**src/video_pkg.sv**
```systemverilog
// Shared video types and graphics ROM layout; map rows are 32 words wide, patterns 8 words per tile
package video_pkg;

    // Raster positions
    typedef logic [8:0] hpos_t;
    typedef logic [8:0] vpos_t;

    // Pixel and colour data
    typedef logic [3:0]  pixel_index_t;
    typedef logic [4:0]  colour_t;
    // Red in [14:10], green in [9:5], blue in [4:0]
    typedef logic [14:0] rgb555_t;

    // Graphics ROM bus, eight 4-bit pixels per word, leftmost in the top nibble
    typedef logic [15:0] rom_addr_t;
    typedef logic [31:0] rom_word_t;

    typedef enum logic [1:0] {
        IDLE,
        MAP_REQ,
        PAT_REQ,
        READY
    } fetch_state_t;

    // Tile map, 32 words per tile row, code in the low byte
    localparam rom_addr_t MAP_BASE = 16'h0000;
    // Patterns, one word per tile line
    localparam rom_addr_t PAT_BASE = 16'h1000;

endpackage

```
**src/video_timer.sv**
```systemverilog
// Raster timer; CEN_DIV must be at least 2 and H_TOTAL a multiple of 8, sync and blank decoded from counters
`timescale 1ns/1ps

module video_timer #(
    parameter int CEN_DIV   = 4,
    parameter int H_TOTAL   = 384,
    parameter int H_VISIBLE = 256,
    parameter int V_TOTAL   = 264,
    parameter int V_VISIBLE = 224
) (
    input  logic                clk,
    input  logic                rst,
    output logic                pxl_cen,
    output logic                group_start,
    output video_pkg::hpos_t    hdump,
    output video_pkg::vpos_t    vdump,
    output logic                LHBL,
    output logic                LVBL,
    output logic                HS,
    output logic                VS
);

    localparam int CW = $clog2(CEN_DIV);

    logic [CW-1:0] cen_cnt;

    // Pixel clock enable divider
    always_ff @(posedge clk) begin
        if (rst) begin
            cen_cnt <= '0;
        end else if (cen_cnt == CW'(CEN_DIV - 1)) begin
            cen_cnt <= '0;
        end else begin
            cen_cnt <= cen_cnt + 1'b1;
        end
    end

    assign pxl_cen = (cen_cnt == CW'(CEN_DIV - 1));

    // Raster counters
    always_ff @(posedge clk) begin
        if (rst) begin
            hdump <= '0;
            vdump <= '0;
        end else if (pxl_cen) begin
            if (hdump == video_pkg::hpos_t'(H_TOTAL - 1)) begin
                hdump <= '0;
                if (vdump == video_pkg::vpos_t'(V_TOTAL - 1)) begin
                    vdump <= '0;
                end else begin
                    vdump <= vdump + 1'b1;
                end
            end else begin
                hdump <= hdump + 1'b1;
            end
        end
    end

    // First pixel of each 8-pixel group
    assign group_start = pxl_cen && (hdump[2:0] == 3'd0);

    assign LHBL = (hdump < video_pkg::hpos_t'(H_VISIBLE));
    assign LVBL = (vdump < video_pkg::vpos_t'(V_VISIBLE));

    // Sync pulses sit a little after the active area
    assign HS = (hdump >= video_pkg::hpos_t'(H_VISIBLE + 8)) &&
                (hdump <  video_pkg::hpos_t'(H_VISIBLE + 16));
    assign VS = (vdump >= video_pkg::vpos_t'(V_VISIBLE + 2)) &&
                (vdump <  video_pkg::vpos_t'(V_VISIBLE + 4));

endmodule

```
**src/tile_fetch_fsm.sv**
```systemverilog
// Tile fetcher, Wishbone classic reads; a fetch still open at the next group start is abandoned
`timescale 1ns/1ps

module tile_fetch_fsm #(
    parameter int H_TOTAL = 384,
    parameter int V_TOTAL = 264
) (
    input  logic                    clk,
    input  logic                    rst,
    input  logic                    pxl_cen,
    input  logic                    group_start,
    input  video_pkg::hpos_t        hdump,
    input  video_pkg::vpos_t        vdump,
    output logic                    rom_cyc,
    output logic                    rom_stb,
    output video_pkg::rom_addr_t    rom_adr,
    input  video_pkg::rom_word_t    rom_dat,
    input  logic                    rom_ack,
    output video_pkg::rom_word_t    pat_word,
    output logic                    word_valid
);

    video_pkg::fetch_state_t state;

    video_pkg::hpos_t       nxt_col;
    video_pkg::vpos_t       nxt_line;
    video_pkg::hpos_t       fetch_col;
    video_pkg::vpos_t       fetch_line;
    logic [7:0]             tile_code;
    logic                   start_pend;
    logic                   last_group;
    video_pkg::rom_addr_t   map_adr;
    video_pkg::rom_addr_t   pat_adr;

    // Group shown next, wrapping onto the following line
    assign last_group = (hdump == video_pkg::hpos_t'(H_TOTAL - 8));

    always_comb begin
        if (last_group) begin
            nxt_col = '0;
            if (vdump == video_pkg::vpos_t'(V_TOTAL - 1)) begin
                nxt_line = '0;
            end else begin
                nxt_line = vdump + 1'b1;
            end
        end else begin
            nxt_col  = {3'd0, hdump[8:3]} + 9'd1;
            nxt_line = vdump;
        end
    end

    assign map_adr = video_pkg::MAP_BASE + {5'd0, fetch_line[8:3], 5'd0} + {7'd0, fetch_col};
    assign pat_adr = video_pkg::PAT_BASE + {5'd0, tile_code, 3'd0} + {13'd0, fetch_line[2:0]};

    always_ff @(posedge clk) begin
        if (rst) begin
            state      <= video_pkg::IDLE;
            rom_cyc    <= 1'b0;
            rom_stb    <= 1'b0;
            word_valid <= 1'b0;
            start_pend <= 1'b0;
        end else if (pxl_cen && group_start) begin
            // Drop any open cycle and restart on the new group
            state      <= video_pkg::IDLE;
            rom_cyc    <= 1'b0;
            rom_stb    <= 1'b0;
            word_valid <= 1'b0;
            start_pend <= 1'b1;
            fetch_col  <= nxt_col;
            fetch_line <= nxt_line;
        end else begin
            case (state)
                video_pkg::IDLE: begin
                    if (start_pend) begin
                        start_pend <= 1'b0;
                        rom_cyc    <= 1'b1;
                        rom_stb    <= 1'b1;
                        rom_adr    <= map_adr;
                        state      <= video_pkg::MAP_REQ;
                    end
                end
                video_pkg::MAP_REQ: begin
                    if (rom_ack) begin
                        tile_code <= rom_dat[7:0];
                        rom_cyc   <= 1'b0;
                        rom_stb   <= 1'b0;
                        state     <= video_pkg::PAT_REQ;
                    end
                end
                video_pkg::PAT_REQ: begin
                    // One idle clock on the bus before the pattern read
                    if (!rom_cyc) begin
                        rom_cyc <= 1'b1;
                        rom_stb <= 1'b1;
                        rom_adr <= pat_adr;
                    end else if (rom_ack) begin
                        pat_word   <= rom_dat;
                        word_valid <= 1'b1;
                        rom_cyc    <= 1'b0;
                        rom_stb    <= 1'b0;
                        state      <= video_pkg::READY;
                    end
                end
                default: begin
                    // Hold the word until the next group start
                end
            endcase
        end
    end

endmodule

```
**src/pixel_shifter.sv**
```systemverilog
// Pixel shifter; a word not ready at the group start is replaced by index 0 for the whole group
`timescale 1ns/1ps

module pixel_shifter (
    input  logic                        clk,
    input  logic                        rst,
    input  logic                        pxl_cen,
    input  logic                        group_start,
    input  video_pkg::rom_word_t        pat_word,
    input  logic                        word_valid,
    output video_pkg::pixel_index_t     pxl_index
);

    video_pkg::rom_word_t shift_reg;

    always_ff @(posedge clk) begin
        if (rst) begin
            shift_reg <= '0;
        end else if (pxl_cen) begin
            if (group_start) begin
                // Late fetch shows the background index
                shift_reg <= word_valid ? pat_word : '0;
            end else begin
                shift_reg <= {shift_reg[27:0], 4'd0};
            end
        end
    end

    // Leftmost pixel sits in the top nibble
    assign pxl_index = shift_reg[31:28];

endmodule

```
**src/palette_ram.sv**
```systemverilog
// RGB555 palette, 16 entries; Wishbone classic slave with one-clock ack, bit 15 reads as zero
`timescale 1ns/1ps

module palette_ram (
    input  logic                        clk,
    input  logic                        rst,
    input  logic                        pxl_cen,
    input  logic                        LHBL,
    input  logic                        LVBL,
    input  video_pkg::pixel_index_t     pxl_index,
    input  logic                        cpu_cyc,
    input  logic                        cpu_stb,
    input  logic                        cpu_we,
    input  logic [3:0]                  cpu_adr,
    input  logic [15:0]                 cpu_dat_w,
    output logic [15:0]                 cpu_dat_r,
    output logic                        cpu_ack,
    output video_pkg::colour_t          red,
    output video_pkg::colour_t          green,
    output video_pkg::colour_t          blue,
    output logic                        LHBL_dly,
    output logic                        LVBL_dly
);

    video_pkg::rgb555_t pal [16];
    video_pkg::rgb555_t lookup;
    logic               LHBL_d1;
    logic               LVBL_d1;
    logic               bus_req;

    // New request only when no ack is pending
    assign bus_req = cpu_cyc && cpu_stb && !cpu_ack;

    always_ff @(posedge clk) begin
        if (rst) begin
            cpu_ack <= 1'b0;
            for (int i = 0; i < 16; i++) begin
                pal[i] <= '0;
            end
        end else begin
            cpu_ack <= bus_req;
            if (bus_req && cpu_we) begin
                pal[cpu_adr] <= cpu_dat_w[14:0];
            end
        end
    end

    always_ff @(posedge clk) begin
        if (bus_req) begin
            cpu_dat_r <= {1'b0, pal[cpu_adr]};
        end
    end

    assign lookup = pal[pxl_index];

    // Two-enable delay on blanking to match the shifter and lookup stages
    always_ff @(posedge clk) begin
        if (rst) begin
            LHBL_d1  <= 1'b0;
            LVBL_d1  <= 1'b0;
            LHBL_dly <= 1'b0;
            LVBL_dly <= 1'b0;
            red      <= '0;
            green    <= '0;
            blue     <= '0;
        end else if (pxl_cen) begin
            LHBL_d1  <= LHBL;
            LVBL_d1  <= LVBL;
            LHBL_dly <= LHBL_d1;
            LVBL_dly <= LVBL_d1;
            if (LHBL_d1 && LVBL_d1) begin
                red   <= lookup[14:10];
                green <= lookup[9:5];
                blue  <= lookup[4:0];
            end else begin
                // Black during blanking
                red   <= '0;
                green <= '0;
                blue  <= '0;
            end
        end
    end

endmodule

```
**src/video_top.sv**
```systemverilog
// Tile video top level with one clock; timing parameters go unchanged to the timer and fetcher
`timescale 1ns/1ps

module video_top #(
    parameter int CEN_DIV   = 4,
    parameter int H_TOTAL   = 384,
    parameter int H_VISIBLE = 256,
    parameter int V_TOTAL   = 264,
    parameter int V_VISIBLE = 224
) (
    input  logic                    clk,
    input  logic                    rst,
    output logic                    pxl_cen,
    output logic                    LHBL_dly,
    output logic                    LVBL_dly,
    output logic                    HS,
    output logic                    VS,
    // Graphics ROM master
    output logic                    rom_cyc,
    output logic                    rom_stb,
    output video_pkg::rom_addr_t    rom_adr,
    input  video_pkg::rom_word_t    rom_dat,
    input  logic                    rom_ack,
    // Palette slave
    input  logic                    cpu_cyc,
    input  logic                    cpu_stb,
    input  logic                    cpu_we,
    input  logic [3:0]              cpu_adr,
    input  logic [15:0]             cpu_dat_w,
    output logic [15:0]             cpu_dat_r,
    output logic                    cpu_ack,
    // Colours
    output video_pkg::colour_t      red,
    output video_pkg::colour_t      green,
    output video_pkg::colour_t      blue
);

    logic                       group_start;
    logic                       LHBL;
    logic                       LVBL;
    logic                       word_valid;
    video_pkg::hpos_t           hdump;
    video_pkg::vpos_t           vdump;
    video_pkg::rom_word_t       pat_word;
    video_pkg::pixel_index_t    pxl_index;

    video_timer #(
        .CEN_DIV    ( CEN_DIV       ),
        .H_TOTAL    ( H_TOTAL       ),
        .H_VISIBLE  ( H_VISIBLE     ),
        .V_TOTAL    ( V_TOTAL       ),
        .V_VISIBLE  ( V_VISIBLE     )
    ) u_timer (
        .clk        ( clk           ),
        .rst        ( rst           ),
        .pxl_cen    ( pxl_cen       ),
        .group_start( group_start   ),
        .hdump      ( hdump         ),
        .vdump      ( vdump         ),
        .LHBL       ( LHBL          ),
        .LVBL       ( LVBL          ),
        .HS         ( HS            ),
        .VS         ( VS            )
    );

    tile_fetch_fsm #(
        .H_TOTAL    ( H_TOTAL       ),
        .V_TOTAL    ( V_TOTAL       )
    ) u_fetch (
        .clk        ( clk           ),
        .rst        ( rst           ),
        .pxl_cen    ( pxl_cen       ),
        .group_start( group_start   ),
        .hdump      ( hdump         ),
        .vdump      ( vdump         ),
        .rom_cyc    ( rom_cyc       ),
        .rom_stb    ( rom_stb       ),
        .rom_adr    ( rom_adr       ),
        .rom_dat    ( rom_dat       ),
        .rom_ack    ( rom_ack       ),
        .pat_word   ( pat_word      ),
        .word_valid ( word_valid    )
    );

    pixel_shifter u_shifter (
        .clk        ( clk           ),
        .rst        ( rst           ),
        .pxl_cen    ( pxl_cen       ),
        .group_start( group_start   ),
        .pat_word   ( pat_word      ),
        .word_valid ( word_valid    ),
        .pxl_index  ( pxl_index     )
    );

    palette_ram u_palette (
        .clk        ( clk           ),
        .rst        ( rst           ),
        .pxl_cen    ( pxl_cen       ),
        .LHBL       ( LHBL          ),
        .LVBL       ( LVBL          ),
        .pxl_index  ( pxl_index     ),
        .cpu_cyc    ( cpu_cyc       ),
        .cpu_stb    ( cpu_stb       ),
        .cpu_we     ( cpu_we        ),
        .cpu_adr    ( cpu_adr       ),
        .cpu_dat_w  ( cpu_dat_w     ),
        .cpu_dat_r  ( cpu_dat_r     ),
        .cpu_ack    ( cpu_ack       ),
        .red        ( red           ),
        .green      ( green         ),
        .blue       ( blue          ),
        .LHBL_dly   ( LHBL_dly      ),
        .LVBL_dly   ( LVBL_dly      )
    );

endmodule

```
**config.mk**
```make
export PLATFORM = sky130hd
export DESIGN_NAME = video_top
export DESIGN_NICKNAME = d
export VERILOG_FILES = /design/src/video_pkg.sv /design/src/video_timer.sv /design/src/tile_fetch_fsm.sv /design/src/pixel_shifter.sv /design/src/palette_ram.sv /design/src/video_top.sv
export SDC_FILE = /design/constraint.sdc
export NUM_CORES = 1
export LEC_CHECK = 0
export BUFFER_PORTS_ARGS = -buffer_cell sky130_fd_sc_hd__buf_2
export CAP_MARGIN = 20
export CORE_ASPECT_RATIO = 0.8
export CORE_MARGIN = 5
export CORE_UTILIZATION = 50
export CTS_CLUSTER_SIZE = 14
export DETAILED_ROUTE_END_ITERATION = 6
export GPL_ROUTABILITY_DRIVEN = 0
export PLACE_DENSITY = 0.74
export SKIP_CTS_REPAIR_TIMING = 1
export SLEW_MARGIN = 20
export SYNTH_ARGS = -nofsm -noshare
export SYNTH_HDL_FRONTEND = slang
export SYNTH_SLANG_ARGS = --single-unit
```
**constraint.sdc**
```tcl
create_clock -name clk -period 5.38 [get_ports clk]
set_input_delay 0.538 -clock clk [delete_from_list [all_inputs] [get_ports clk]]
set_output_delay 0.538 -clock clk [all_outputs]
set_load 0.05 [all_outputs]
```
* Word level (Yosys, flattened, before mapping)
Memories as Yosys holds them, arrays and structs flattened. A register that Yosys moved wholly into a read port is not among the register bits.
Index checks and enable logic that the tools add are counted.
** Word-level totals
- Register bits :: 152
- Bits in writable memories :: 240
- Input bits :: 58
- Output and inout bits :: 55
- Logic and storage cells :: 111
- Memories kept :: 1
** Cells by class
- Add/sub/neg operators :: 7
- Order comparisons :: 6
- Equal/unequal tests :: 11
- Mux-type cells :: 36
- Bitwise logic cells :: 2
- Reductions and logical operators :: 26
** Memories
- u_palette.pal :: words 16, width 15, rd ports 2, clocked after Yosys merged registers in 2, write ports 16, line palette_ram.sv:25 : video_pkg::rgb555_t pal [16];
** Operator list (count)
- 32-bit 2-to-1 mux :: 2
- 16-bit 2-to-1 mux :: 2
- 16-bit case mux with 2 select lines :: 1
- 9-bit == test (second input constant) :: 3
- 9-bit 2-to-1 mux :: 3
- 9-bit by 1-bit adder with 9-bit output (second input constant) :: 2
- 9-bit by 8-bit < comparator with 1-bit output (second input constant) :: 2
- 9-bit < comparator (second input constant) :: 2
- 16-bit by 3-bit adder with 16-bit output :: 1
- 15-bit 2-to-1 mux :: 1
- 5-bit 2-to-1 mux :: 3
- 5-bit AND reduction :: 3
- 15-bit OR reduction :: 1
- 13-bit by 11-bit adder with 14-bit output (first input constant) :: 1
- 1-bit 2-to-1 mux :: 14
- 11-bit by 9-bit adder with 12-bit output :: 1
- 4-bit 2-to-1 mux :: 3
- 9-bit by 8-bit greater-or-equal comparator with 1-bit output (second input constant) :: 1
- 9-bit greater-or-equal comparator (second input constant) :: 1
- 1-bit logical AND :: 8
- 2-bit 2-to-1 mux :: 4
- 6-bit by 1-bit adder with 7-bit output (second input constant) :: 1
- 2-bit inequality test (second input constant) :: 3
- 1-bit case mux with 3 select lines :: 2
- 15 further kinds :: 23

* Longest topological paths before layout
- Word-level depth :: 8
- Depth in mapped cells :: 8
- Depth with buffers taken out :: 6

* Modules after synthesis
A second synthesis with hierarchy kept.
** Second synthesis, totals
- Cells, all modules :: 1375
- Area, all modules :: 19487.4 sq um
** Modules (own cells, without submodules)
- palette_ram :: times used 1, cells each 876, area an instance 13839.5 sq um, seq. area each 8057.7 sq um
- tile_fetch_fsm :: times used 1, cells each 201, area an instance 3061.7 sq um, seq. area each 2192.1 sq um
- pixel_shifter :: times used 1, cells each 180, area an instance 1560.2 sq um, seq. area each 640.6 sq um
- video_timer :: times used 1, cells each 118, area an instance 1026.0 sq um, seq. area each 400.4 sq um

* Worst setup path after synthesis
Ideal clock, no wire load.
- Path kind :: reg2reg
- Start point :: register u_timer.cen_cnt[0]
- End point :: register u_fetch.rom_adr[0] (enable)
- Setup time :: 456 ps
- Arrival :: 3341 ps
- Required time :: 4924 ps
- Slack :: 1584 ps
- Cell stages (with the launch flop) :: 5
- Period minus slack after synthesis :: 3796 ps
- Cells stage by stage :: dfxtp_1 -> ha_1 -> buf_2 -> a21o_1 -> a2111oi_0
** On the way
- Cells in the longest elaborated chain, start to end :: 5
** Ends and longest elaborated chain
- start: declaration :: line video_timer.sv:25 : logic [CW-1:0] cen_cnt;
- start signal: assignment :: line video_timer.sv:34 : cen_cnt <= cen_cnt + 1'b1;
- 2-bit == test (*) :: line video_timer.sv:38 : assign pxl_cen = (cen_cnt == CW'(CEN_DIV - 1));
- named net pxl_cen :: line video_top.sv:13 : output logic pxl_cen,
- 1-bit logical AND :: line video_timer.sv:60 : assign group_start = pxl_cen && (hdump[2:0] == 3'd0);
- 1-bit logical AND (*) :: line tile_fetch_fsm.sv:62 : end else if (pxl_cen && group_start) begin
- 1-bit inverter (no source line) (*)
- 5-bit AND reduction (no source line) (*)
- end signal: assignment :: line tile_fetch_fsm.sv:78 : rom_adr <= map_adr;
- end signal: assignment :: line tile_fetch_fsm.sv:95 : rom_adr <= pat_adr;
- end: declaration :: line tile_fetch_fsm.sv:16 : output video_pkg::rom_addr_t rom_adr,
The timed path passes the listed nets; every way through them passes the cells marked *.
A chain may end at the register's enable or synchronous reset.

* Worst setup path in the final report
- Start point :: register u_timer.hdump[0]
- End point :: output port HS
** On the way
- Cells in the longest elaborated chain, start to end :: 2
** Ends and longest elaborated chain
- start: declaration :: line video_timer.sv:15 : output video_pkg::hpos_t hdump,
- start signal: assignment :: line video_timer.sv:54 : hdump <= hdump + 1'b1;
- 9-bit greater-or-equal comparator / 9-bit < comparator (equally long branches) :: line video_timer.sv:66, video_timer.sv:67
- 1-bit logical AND (*) :: line video_timer.sv:66 : assign HS = (hdump >= video_pkg::hpos_t'(H_VISIBLE + 8)) &&
- end: declaration :: line video_top.sv:16 : output logic HS,
Mark *: on every way between the ends. The rest lies on a longest branch, timed or not.

==> key figures <==
Status
  – Status: finished, final reports clean

Final layout
  – Fill count: 2967
  – Max FFs per register: 240
  – Post-Layout Inst Area: 21400 um2
  – Layout cell share with drive strength beyond 1: 25.0%
  – Layout area overhead: 11.1%
  – Fin util: 56.1%
  – Nets@finish: 1469

Synth
  – Async SR Flop Fraction: 0%
  – Ys flop type: edfxtp_1
  – Number of flops mapped to enable cells by yosys: 324
  – Syn_area_per_cell: 14.4 um2
  – Synth cell types: 56
  – Post-synthesis sequential area ratio: 59.0%
  – Yosys Warn Count: 0
  – Synth Register Bits: 406
  – Cells after synthesis: 1337
  – Mapped Area: 19300 um2

Run
  – Max-cap violations: 0

GRT
  – First-pass GRT wire length: 70200 um
  – Vias in the first global route: 11500
  – GR Util All Layers: 21.5%
  – Largest net degree at the start of global routing: 80
  – Total overflow reported by the global router: 0
  – Antenna violations before repair: 4

Detailed routing
  – Avg WL per Cell: 24.0 um
  – Drt pass-1 iters: 5
  – Routed wire length: 46200 um
  – Drt drc: 0
  – WL met2: 21700 um
  – DR vias/cell: 6.05
  – DRT met1 WL: 19100 um
  – Met3 Routed Length: 4570 um
  – Via count: 11700
  – Antenna Nets Post-Route: 0
  – DR iter-0 viols: 1160
  – Top layer in use: met4

Clocking
  – Clock transition at path regs: 0.06 ns
  – CTS H-tree lvls: 2
  – CTS sink count: 406
  – Root buffer cell: clkbuf_16
  – CTS tree: built
  – CTS max path bufs: 3
  – Num CTS Buffers: 42
  – Clk_lat worst skew: 0.55 ns

Floorplanning
  – I/O pin cnt: 113
  – Initial Util: 50.5%
  – Die Height: 186 um
  – Die ar.: 42600 um2
  – Die W: 230 um
  – Core ar.: 38200 um2
  – Site row count: 64

Setup path
  – CP max FO: 21
  – Crit Path Class: reg2out
  – CP startpoint: u_timer.hdump[0]
  – Critical Path RT: 4.84 ns
  – R2R setup slack: 2.14 ns
  – CP startpoint kind: flip-flop
  – R2R Path End: u_palette.pal[9][14]
  – Worst Setup EP: HS
  – Worst setup EP type: output port
  – FF-to-FF Start: u_palette.cpu_ack
  – CP arrival: 2.83 ns
  – Reg2reg path depth: 5

Pwr
  – Static leakage power: 0.00740 uW
  – Peak supply drop: 0.000225 V
  – Power Density: 335 nW/um2

Timing
  – Setup Skew: 0.0223 ns
  – Final Cycle Share: 62.6%
  – Hold Violations, Final: 0
  – RSZ-0062 raised after global routing: false
  – Hold slack: 0.162 ns
  – Slew HR: 23.3%
  – Final setup vio count: 0
  – Min cycle time layout: 3.37 ns
  – Slew @ Worst Pin: 1.15 ns
  – Final setup TNS: 0 ns
  – Fmax: 0.297 GHz
  – Count of pins over their slew limit: 0

Placement
  – IO buf count: 107
  – Post-DP Area: 20100 um2
  – Post-detail-place hpwl: 30600 um

Hold path
  – HP Class: in2reg
-- worst min-delay path by stage --
stage,start,to,slack (ns),cells after the start
2_1_floorplan,u_timer.cen_cnt[0],u_timer.cen_cnt[0],0.40,1
3_3_place_gp,u_timer.cen_cnt[0],u_timer.cen_cnt[0],0.42,1
3_5_place_dp,u_timer.cen_cnt[0],u_timer.cen_cnt[0],0.43,1
4_1_cts,rom_dat[13],u_fetch.pat_word[13],0.14,1
5_1_grt,rom_dat[20],u_fetch.pat_word[20],0.14,1
6_report,rom_dat[20],u_fetch.pat_word[20],0.16,1
-- cell type report --
cell class,count,area [um2],share of cell area (%)
sequential,406,11400,53.1
multi-input combinational,806,7380,34.4
clock buffer,62,1200,5.59
timing repair buffer,125,676,3.15
tap,495,619,2.89
clock inverter,15,119,0.555
inverter,15,56.3,0.263
antenna,2,5.00,0.0234
-- synthesized netlist by cell type, drive strengths merged (2+ instances only) --
master	n	share of area (%)
a211oi	2	0.078
a21o	4	0.16
a21oi	11	0.29
a22o	4	0.18
a22oi	17	0.66
a311oi	30	1.4
a31oi	2	0.065
a32o	2	0.10
and2	244	7.9
and3	9	0.29
and4	2	0.091
and4b	4	0.21
buf	38	1.2
clkbuf	75	1.5
dfxtp	82	8.5
edfxtp	324	50
ha	14	0.91
inv	15	0.29
mux2	7	0.41
mux2i	19	0.99
mux4	135	16
nand2	68	1.3
nand2b	6	0.19
nand3	34	0.88
nand3b	3	0.18
nand4	6	0.27
nor2	60	1.2
nor2b	6	0.19
nor3	19	0.78
nor4	4	0.21
nor4b	2	0.091
o211ai	15	0.58
o21ai	22	0.57
or2	17	0.55
or3	6	0.19
xnor2	11	0.50
xor2	7	0.32
-- metrics by stage --
step                setup WS [ns]  std cells  total power, uW
global placement             1.96       1847             4430
floorplan                    1.58       1340             4220
global route                 1.84       1926             7410
finish                       2.01       1926             7170
detailed placement           1.82       1847             4460
CTS                          1.93       1924             7210
-- placed cells by master, fill, tap and decap left out, types with 19 or more instances in the layout --
cell / Yosys / routed
edfxtp_1: 324 / 324
and2_1: 244 / 244
mux4_2: 135 / 135
buf_2: 18 / 105
dfxtp_1: 82 / 80
nand2_1: 68 / 68
nor2_1: 60 / 60
clkbuf_16: 0 / 43
nand3_1: 34 / 34
a311oi_1: 30 / 30
o21ai_0: 22 / 22
buf_4: 12 / 20
mux2i_1: 19 / 19
-- cells by family after synthesis --
logic type | synth area share [%]
adders and majority gates | 1.01
xor gates and xnor gates | 0.817
and+or+nand+nor | 14.9
muxes | 17.2
other | 0.0194
DFF | 59.0
AOI/OAI and AO/OA | 4.18
buffers and inverters | 3.01
-- critical path, cell delays in order (launching register included) --
cell     delay, ns
dfxtp_1       0.34
inv_1         0.08
ha_1          0.18
nor2b_2       0.74
buf_4         0.35
nand2_1       0.07
a21oi_1       0.21
buf_2         0.30
-- report_power, final --
group / leakage, uW / total, uW / internal [uW] / switching (uW)
logic: 0.00291 / 767 / 286 / 481
clock network: 0.000633 / 2780 / 1590 / 1180
registers: 0.00386 / 3630 / 3540 / 95.5
total: 0.00740 / 7170 / 5420 / 1760
-- routing by layer --
metal	global-route usage, %	vias to the layer above
met5	0	-
met4	4.54	0
met3	4.54	59
met2	33.7	502
met1	31.6	5922
li1	-	5171
(Power assumes the default switching activity.)
